--- config.mk ---
export PLATFORM = sky130hd
export DESIGN_NAME = memoryBusController
export DESIGN_NICKNAME = d
export VERILOG_FILES = /design/src/source/busPkg.sv /design/src/source/coherencePkg.sv /design/src/source/busCtrlIf.sv /design/src/source/requestArbiter.sv /design/src/source/coherenceSequencer.sv /design/src/source/ramPortMux.sv /design/src/source/memoryBusController.sv
export SDC_FILE = /design/constraint.sdc
export NUM_CORES = 1
export LEC_CHECK = 0
export BUFFER_PORTS_ARGS = -buffer_cell sky130_fd_sc_hd__buf_2
export CAP_MARGIN = 20
export CORE_AREA = 5 5 195 197
export CTS_CLUSTER_DIAMETER = 120
export DETAILED_ROUTE_END_ITERATION = 8
export DIE_AREA = 0 0 200 202
export HOLD_SLACK_MARGIN = 0.03
export REMOVE_ABC_BUFFERS = 1
export SYNTH_ARGS = -nofsm -noshare
export SYNTH_HDL_FRONTEND = slang
export SYNTH_SLANG_ARGS = --single-unit
--- constraint.sdc ---
create_clock -name CLK -period 1.9 [get_ports CLK]
set_input_delay 0.285 -clock CLK [delete_from_list [all_inputs] [get_ports CLK]]
set_output_delay 0.285 -clock CLK [all_outputs]
set_load 0.01 [all_outputs]
--- src/source/busPkg.sv ---
`default_nettype none

package busPkg;

    // system size
    localparam int NUM_CORES = 2;
    localparam int WORD_BITS = 32;

    // data words and byte addresses share one width
    typedef logic [WORD_BITS-1:0] word_t;

    // one bit is enough for two cores
    typedef logic [$clog2(NUM_CORES)-1:0] coreId_t;

    // ram status as reported by the memory
    // ACCESS marks the cycle in which the current word completes
    typedef enum logic [1:0] {
        FREE,
        BUSY,
        ACCESS,
        ERROR
    } ramState_t;

endpackage

`default_nettype wire

--- src/source/coherencePkg.sv ---
`default_nettype none

package coherencePkg;

    // block geometry
    localparam int BLOCK_WORDS = 2;
    localparam int OFFSET_BIT  = 2;
    // xor mask that turns a word address into its block companion
    localparam int OFFSET_MASK = (BLOCK_WORDS - 1) << OFFSET_BIT;

    // what the granted port asked for
    typedef enum logic [1:0] {
        READ_MISS,
        WRITE_MISS,
        EVICT,
        INSTR_FETCH
    } reqKind_t;

    // sequencer phases
    typedef enum logic [3:0] {
        IDLE,
        SNOOP,
        CHECK,
        SNOOP_WB1,
        SNOOP_WB2,
        FILL1,
        FILL2,
        EVICT1,
        EVICT2,
        IFETCH
    } phase_t;

endpackage

`default_nettype wire

--- src/source/busCtrlIf.sv ---
`default_nettype none

interface busCtrlIf;

    import busPkg::*;
    import coherencePkg::*;

    // grant held by the arbiter for a whole transaction
    coreId_t  granted;
    reqKind_t kind;
    logic     start;

    // sequencer status
    phase_t phase;
    logic   snoopDirty;
    logic   wordDone;
    // pulse on the last word of a transaction frees the arbiter
    logic   grantRelease;

    modport arbiter (
        output granted,
        output kind,
        output start,
        input  grantRelease
    );

    modport sequencer (
        input  granted,
        input  kind,
        input  start,
        output phase,
        output snoopDirty,
        output wordDone,
        output grantRelease
    );

    modport mux (
        input granted,
        input kind,
        input phase,
        input wordDone
    );

endinterface

`default_nettype wire

--- src/source/requestArbiter.sv ---
`default_nettype none

module requestArbiter (
    input  logic                         CLK,
    input  logic                         nRST,
    input  logic [busPkg::NUM_CORES-1:0] dREN,
    input  logic [busPkg::NUM_CORES-1:0] dWEN,
    input  logic [busPkg::NUM_CORES-1:0] iREN,
    input  logic [busPkg::NUM_CORES-1:0] cctrans,
    busCtrlIf.arbiter                    ctrl
);

    import busPkg::*;
    import coherencePkg::*;

    logic     busy;
    logic     pickValid;
    coreId_t  pickCore;
    reqKind_t pickKind;

    // data before instruction and core 0 before core 1
    // loops run lowest priority first so later hits override
    always_comb begin
        pickValid = 1'b0;
        pickCore  = '0;
        pickKind  = INSTR_FETCH;
        for (int c = NUM_CORES - 1; c >= 0; c--) begin
            if (iREN[c]) begin
                pickValid = 1'b1;
                pickCore  = coreId_t'(c);
                pickKind  = INSTR_FETCH;
            end
        end
        for (int c = NUM_CORES - 1; c >= 0; c--) begin
            if (dWEN[c]) begin
                pickValid = 1'b1;
                pickCore  = coreId_t'(c);
                // cctrans on a write means a dirty block goes back
                pickKind  = cctrans[c] ? EVICT : WRITE_MISS;
            end else if (dREN[c]) begin
                pickValid = 1'b1;
                pickCore  = coreId_t'(c);
                pickKind  = READ_MISS;
            end
        end
    end

    always_ff @(posedge CLK, negedge nRST) begin
        if (!nRST) begin
            busy         <= 1'b0;
            ctrl.start   <= 1'b0;
            ctrl.granted <= '0;
            ctrl.kind    <= READ_MISS;
        end else begin
            ctrl.start <= 1'b0;
            if (!busy) begin
                if (pickValid) begin
                    busy         <= 1'b1;
                    ctrl.start   <= 1'b1;
                    ctrl.granted <= pickCore;
                    ctrl.kind    <= pickKind;
                end
            end else if (ctrl.grantRelease) begin
                // grant stays put until the last word is done
                busy <= 1'b0;
            end
        end
    end

endmodule

`default_nettype wire

--- src/source/coherenceSequencer.sv ---
`default_nettype none

module coherenceSequencer (
    input  logic                         CLK,
    input  logic                         nRST,
    input  logic [busPkg::NUM_CORES-1:0] cctrans,
    input  logic [busPkg::NUM_CORES-1:0] ccwrite,
    input  busPkg::ramState_t            ramState,
    busCtrlIf.sequencer                  ctrl
);

    import busPkg::*;
    import coherencePkg::*;

    coreId_t other;
    phase_t  nextPhase;
    logic    wordPhase;
    logic    lastPhase;

    assign other = ~ctrl.granted;

    // phases that move one ram word and wait for ACCESS
    assign wordPhase = ctrl.phase inside {SNOOP_WB1, SNOOP_WB2, FILL1, FILL2,
                                          EVICT1, EVICT2, IFETCH};
    assign lastPhase = ctrl.phase inside {FILL2, EVICT2, IFETCH};

    assign ctrl.wordDone     = wordPhase && (ramState == ACCESS);
    assign ctrl.grantRelease = ctrl.wordDone && lastPhase;

    always_comb begin
        nextPhase = ctrl.phase;
        case (ctrl.phase)
            IDLE: begin
                if (ctrl.start) begin
                    case (ctrl.kind)
                        EVICT:       nextPhase = EVICT1;
                        INSTR_FETCH: nextPhase = IFETCH;
                        default:     nextPhase = SNOOP;
                    endcase
                end
            end
            SNOOP: nextPhase = CHECK;
            // modified copy elsewhere goes to ram before the fill
            CHECK: nextPhase = ctrl.snoopDirty ? SNOOP_WB1 : FILL1;
            SNOOP_WB1: begin
                if (ctrl.wordDone) begin
                    nextPhase = SNOOP_WB2;
                end
            end
            SNOOP_WB2: begin
                if (ctrl.wordDone) begin
                    nextPhase = FILL1;
                end
            end
            FILL1: begin
                if (ctrl.wordDone) begin
                    nextPhase = FILL2;
                end
            end
            EVICT1: begin
                if (ctrl.wordDone) begin
                    nextPhase = EVICT2;
                end
            end
            FILL2, EVICT2, IFETCH: begin
                if (ctrl.wordDone) begin
                    nextPhase = IDLE;
                end
            end
            default: nextPhase = IDLE;
        endcase
    end

    always_ff @(posedge CLK, negedge nRST) begin
        if (!nRST) begin
            ctrl.phase      <= IDLE;
            ctrl.snoopDirty <= 1'b0;
        end else begin
            ctrl.phase <= nextPhase;
            // other cache answers during the single snoop cycle
            if (ctrl.phase == SNOOP) begin
                ctrl.snoopDirty <= cctrans[other] && ccwrite[other];
            end
        end
    end

endmodule

`default_nettype wire

--- src/source/ramPortMux.sv ---
`default_nettype none

module ramPortMux (
    input  busPkg::word_t                iaddr       [busPkg::NUM_CORES],
    input  busPkg::word_t                daddr       [busPkg::NUM_CORES],
    input  busPkg::word_t                dstore      [busPkg::NUM_CORES],
    input  logic [busPkg::NUM_CORES-1:0] dREN,
    input  logic [busPkg::NUM_CORES-1:0] dWEN,
    input  logic [busPkg::NUM_CORES-1:0] iREN,
    input  busPkg::word_t                ramload,
    output logic                         ramREN,
    output logic                         ramWEN,
    output busPkg::word_t                ramaddr,
    output busPkg::word_t                ramstore,
    output busPkg::word_t                iload       [busPkg::NUM_CORES],
    output busPkg::word_t                dload       [busPkg::NUM_CORES],
    output busPkg::word_t                ccsnoopaddr [busPkg::NUM_CORES],
    output logic [busPkg::NUM_CORES-1:0] iwait,
    output logic [busPkg::NUM_CORES-1:0] dwait,
    output logic [busPkg::NUM_CORES-1:0] ccwait,
    output logic [busPkg::NUM_CORES-1:0] ccinv,
    busCtrlIf.mux                        ctrl
);

    import busPkg::*;
    import coherencePkg::*;

    coreId_t other;
    word_t   grantAddr;
    word_t   companion;
    logic    dataWord;
    logic    instrWord;

    assign other     = ~ctrl.granted;
    assign grantAddr = daddr[ctrl.granted];
    // second word of the snooped block
    assign companion = grantAddr ^ word_t'(OFFSET_MASK);

    always_comb begin
        ramREN   = 1'b0;
        ramWEN   = 1'b0;
        ramaddr  = '0;
        ramstore = '0;
        ccwait   = '0;
        ccinv    = '0;
        for (int c = 0; c < NUM_CORES; c++) begin
            iload[c]       = '0;
            dload[c]       = '0;
            ccsnoopaddr[c] = '0;
        end
        case (ctrl.phase)
            SNOOP, CHECK, SNOOP_WB1: begin
                ccwait[other]      = 1'b1;
                ccsnoopaddr[other] = grantAddr;
                // first dirty word from the other cache
                if (ctrl.phase == SNOOP_WB1) begin
                    ramWEN   = 1'b1;
                    ramaddr  = daddr[other];
                    ramstore = dstore[other];
                end
            end
            SNOOP_WB2: begin
                ccwait[other]      = 1'b1;
                ccsnoopaddr[other] = companion;
                ccinv[other]       = 1'b1;
                ramWEN             = 1'b1;
                ramaddr            = daddr[other];
                ramstore           = dstore[other];
            end
            FILL1, FILL2: begin
                ramREN                = 1'b1;
                ramaddr               = grantAddr;
                dload[ctrl.granted]   = ramload;
                // read-exclusive drops the other copy on the last word
                if (ctrl.phase == FILL2 && ctrl.kind == WRITE_MISS) begin
                    ccinv[other] = 1'b1;
                end
            end
            EVICT1, EVICT2: begin
                ramWEN   = 1'b1;
                ramaddr  = grantAddr;
                ramstore = dstore[ctrl.granted];
            end
            IFETCH: begin
                ramREN              = 1'b1;
                ramaddr             = iaddr[ctrl.granted];
                iload[ctrl.granted] = ramload;
            end
            default: ;
        endcase
    end

    // only the port whose own word completes is let go
    assign dataWord  = ctrl.wordDone && (ctrl.phase inside {FILL1, FILL2, EVICT1, EVICT2});
    assign instrWord = ctrl.wordDone && (ctrl.phase == IFETCH);

    always_comb begin
        for (int c = 0; c < NUM_CORES; c++) begin
            dwait[c] = (dREN[c] || dWEN[c]) && !(dataWord && ctrl.granted == coreId_t'(c));
            iwait[c] = iREN[c] && !(instrWord && ctrl.granted == coreId_t'(c));
        end
    end

endmodule

`default_nettype wire

--- src/source/memoryBusController.sv ---
`default_nettype none

module memoryBusController (
    input  logic                         CLK,
    input  logic                         nRST,
    // instruction ports
    input  logic [busPkg::NUM_CORES-1:0] iREN,
    input  busPkg::word_t                iaddr       [busPkg::NUM_CORES],
    output busPkg::word_t                iload       [busPkg::NUM_CORES],
    output logic [busPkg::NUM_CORES-1:0] iwait,
    // data ports
    input  logic [busPkg::NUM_CORES-1:0] dREN,
    input  logic [busPkg::NUM_CORES-1:0] dWEN,
    input  busPkg::word_t                daddr       [busPkg::NUM_CORES],
    input  busPkg::word_t                dstore      [busPkg::NUM_CORES],
    output busPkg::word_t                dload       [busPkg::NUM_CORES],
    output logic [busPkg::NUM_CORES-1:0] dwait,
    // snoop side
    input  logic [busPkg::NUM_CORES-1:0] cctrans,
    input  logic [busPkg::NUM_CORES-1:0] ccwrite,
    output logic [busPkg::NUM_CORES-1:0] ccwait,
    output logic [busPkg::NUM_CORES-1:0] ccinv,
    output busPkg::word_t                ccsnoopaddr [busPkg::NUM_CORES],
    // single-ported ram
    output logic                         ramREN,
    output logic                         ramWEN,
    output busPkg::word_t                ramaddr,
    output busPkg::word_t                ramstore,
    input  busPkg::word_t                ramload,
    input  busPkg::ramState_t            ramState
);

    busCtrlIf ctrl ();

    requestArbiter arbiter_i (
        .CLK     (CLK),
        .nRST    (nRST),
        .dREN    (dREN),
        .dWEN    (dWEN),
        .iREN    (iREN),
        .cctrans (cctrans),
        .ctrl    (ctrl.arbiter)
    );

    coherenceSequencer sequencer_i (
        .CLK      (CLK),
        .nRST     (nRST),
        .cctrans  (cctrans),
        .ccwrite  (ccwrite),
        .ramState (ramState),
        .ctrl     (ctrl.sequencer)
    );

    ramPortMux mux_i (
        .iaddr       (iaddr),
        .daddr       (daddr),
        .dstore      (dstore),
        .dREN        (dREN),
        .dWEN        (dWEN),
        .iREN        (iREN),
        .ramload     (ramload),
        .ramREN      (ramREN),
        .ramWEN      (ramWEN),
        .ramaddr     (ramaddr),
        .ramstore    (ramstore),
        .iload       (iload),
        .dload       (dload),
        .ccsnoopaddr (ccsnoopaddr),
        .iwait       (iwait),
        .dwait       (dwait),
        .ccwait      (ccwait),
        .ccinv       (ccinv),
        .ctrl        (ctrl.mux)
    );

endmodule

`default_nettype wire

==> metrics <==
run status complete, but fails checks; violated checks setup timing; total vias in the final route 8987; wire length of the first global-routing pass 52300 um; number of buffers inserted during clock tree synthesis 3; hold crit path type in2reg; antenna violations before repair 8; Die Y 202 um; cell-internal power 7.52 mW; post-synthesis instance area 5250 um^2; count of warnings emitted by yosys 0; clock tree from TritonCTS yes; number of instances in the synthesized netlist 784; peak supply drop 0.821 mV; HPWL Detailed 29100 um; share of layout cells above drive strength 1 54.4%; sequential share of power 2.8%; number of cells on the worst hold path 3; final max-slew violation count 0; share of flip-flops with an asynchronous set or reset 100%; number of hold violations in the final report 0; Synth area leaders and2_1 (15%), a221oi_1 (11%), and3_1 (8.0%); post-detailed-route wirelength per cell 22.6 um; post-route clock skew 0.00212 ns; Area Growth Syn to Fin 96.2%; period utilisation layout 132%; Combinational Power Share 94.6%; Post-layout nets 1545; Clock Latency Late Sink 0.24 ns; number of sinks on the clock net 10; final setup violating endpoints 266; number of global-route vias before repair 8370; peak clock frequency supported by timing 398 MHz; reg-to-reg setup timing slack -0.04 ns; worst-case reg-to-reg path depth 7; share of the synthesized area in the top cell type 15.3%; post-layout worst setup margin -0.615 ns; clock-pin slew on the worst setup and hold paths 0.04 ns; kind of launch point of the worst setup path flop; unique cell type count in the Yosys netlist 51; DRC viols 0; starting density of the core 14.5%; cell types with the highest counts after synthesis and2_1 (128), nor2_1 (75), and3_1 (67), clkbuf_1 (67), a221oi_1 (63); Critical R2R Launch sequencer_i.ctrl.phase[3]; critical hold path startpoint dWEN[0]; Iteration-0 DRC Markers 424; chip width 200 um; required time reported for the critical path endpoint 1.62 ns; GR Overflow Total 0; static leakage 5.25 nW; reported net switching power 8.32 mW; hold_ws 0.366 ns; library cell with the largest summed area after synthesis and2_1; core footprint 36100 um^2; maximum fanout along the worst path 18; post-layout instance count excluding filler cells 1779; portion of the post-synthesis area used by sequential elements 4.77%; number of buffers inserted by port buffering 503; sw frac 52.5%; most used flip-flop cell after synthesis dfrtp_1; Setup Crit Path Kind reg2out; final instance area 10300 um^2; most frequent cell after synthesis and2_1; Root Buffer Master clkbuf_16; row count 70; final critical path time including I/O delays and setup 2.51 ns; number of instances in the placed design 1725; instance area at placement 8730 um^2; number of storage elements in the synthesis netlist 10; DIE AREA 40400 um^2; Post-synth EDFFs 0; all-layer global routing usage 16.6%; Least-Margin Pin Slew 0.451 ns; MaxCap Viol Count 0; maximum number of pins on one net before global-route repair 68; endpoint kind of the worst setup timing path primary output; Endpoint, Worst Hold arbiter_i.ctrl.kind[0]; number of vias per cell after detailed routing 5.05; final wirelength 40200 um; reg-to-reg critical path endpoint sequencer_i.ctrl.phase[1]; worst relative slew slack 69.9%; Clk network pwr share 2.7%; number of inserted filler cells in the final layout 3900; total power divided by cell area 1540 nW/um^2; deepest level of the CTS H-tree 1; maximum root-to-sink buffer count 2; antenna-violating nets left 0; routability congestion estimate 0.885; arrival time at the worst endpoint 2.23 ns; number of search-and-repair iterations in the first detailed-routing pass 5; unrepaired setup endpoints after global routing yes; average cell area after synthesis 6.70 um^2; I/O pin cnt 504
## area by class of cell
cell class / instances / area (um^2) / area share, %
Antenna cell: 5 / 12.5 / 0.121
Sequential cell: 10 / 258 / 2.50
Timing Repair Buffer: 611 / 4230 / 41.1
Inverter: 4 / 15.0 / 0.146
Multi-Input combinational cell: 677 / 5110 / 49.6
Tap cell: 468 / 586 / 5.69
Clock buffer: 4 / 88.8 / 0.862
## repair_timing
item | 4_1_cts | 5_1_grt
hold endpoints to repair | 10 | 0
hold buffers | 1 | 0
endpoints found under the setup margin | 265 | 266
gates resized for setup | 50 | 103
gates cloned | 7 | 13
buffers inserted | 10 | 16
pin swaps | 19 | 44
## sequential cells by signal, summed over array words and instances, names as in the netlist
signal and count:
arbiter_i.busy 1, arbiter_i.ctrl.kind 2, arbiter_i.ctrl.granted 1, arbiter_i.ctrl.start 1
sequencer_i.ctrl.phase 4, sequencer_i.ctrl.snoopDirty 1
## worst max-delay path by stage
| stage | startpoint | slack, ns | endpoint |
|---|---|---|---|
| 3_5_place_dp | sequencer_i.ctrl.phase[1] | -0.38 | ramaddr[0] |
| 6_report | sequencer_i.ctrl.phase[0] | -0.61 | ramaddr[29] |
| 5_1_grt | sequencer_i.ctrl.phase[0] | -0.64 | ramaddr[29] |
| 2_1_floorplan | arbiter_i.ctrl.granted | -3.45 | ramaddr[0] |
| 3_3_place_gp | sequencer_i.ctrl.phase[3] | -0.55 | ramaddr[0] |
| 4_1_cts | sequencer_i.ctrl.phase[3] | -0.57 | ramaddr[29] |
## per-stage QoR
step           setup TNS (ns)  power (mW)  utilization [%]  worst slack (ns)
2_1_floorplan         -542.85        6.74                -             -3.45
3_3_place_gp           -44.83        12.9             24.1            -0.549
3_5_place_dp           -45.01        13.0             24.2            -0.385
4_1_cts                -96.12        14.3             25.9            -0.572
5_1_grt               -118.28        16.9             28.5            -0.642
6_report              -102.08        15.8             28.5            -0.615
## critical path: stages (launching register included)
cell and delay, ns:
dfrtp_2 0.45, or2_1 0.29, a211o_4 0.39, buf_12 0.16, or3b_1 0.36, o2111a_1 0.17
buf_2 0.16
## per-layer routing
| layer | vias to the layer above | global-route usage, % | routed length (um) |
|---|---|---|---|
| met3 | 91 | 2.72 | 3190 |
| met2 | 524 | 30.0 | 20200 |
| met4 | 6 | 5.60 | 1500 |
| li1 | 4084 | - | - |
| met1 | 4282 | 19.7 | 15300 |
| met5 | - | 0 | 34 |
## power groups by stage
stage | Sequential, mW | Combinational [mW] | Clock (mW)
after floorplan | 0.677 | 6.06 | 0
after CTS | 0.415 | 13.5 | 0.428
final | 0.439 | 15.0 | 0.423
after global placement | 0.403 | 12.5 | 0
after detailed placement | 0.412 | 12.6 | 0
after global routing | 0.456 | 16.0 | 0.444
## cells by family (layout without fill, tap and decap cells)
group | count (synthesis) | in the layout | share of synthesized area, %
other | 0 | 5 | 0
multiplexers | 34 | 34 | 6.53
buffers and inverters | 97 | 619 | 8.10
XOR/XNOR | 1 | 1 | 0.167
AND/OR/NAND/NOR | 375 | 375 | 41.0
flip-flops | 10 | 10 | 4.77
AO/OA/AOI/OAI | 267 | 267 | 39.4
## placed cells by master (no fill, tap or decap), drive strengths merged, types with 6 or more instances in the layout
cell type  count
a22oi         32
o21ai         37
and2         128
o2111a        30
o22ai         31
a221oi        63
nor2          75
a21oi         17
nor3           8
and3          67
dfrtp         10
clkbuf        15
mux2i         32
or3b          30
nand3b         6
nand2         41
buf          598
nor2b          6
a211o         31
Note: power is estimated with default switching activity, not from simulation.
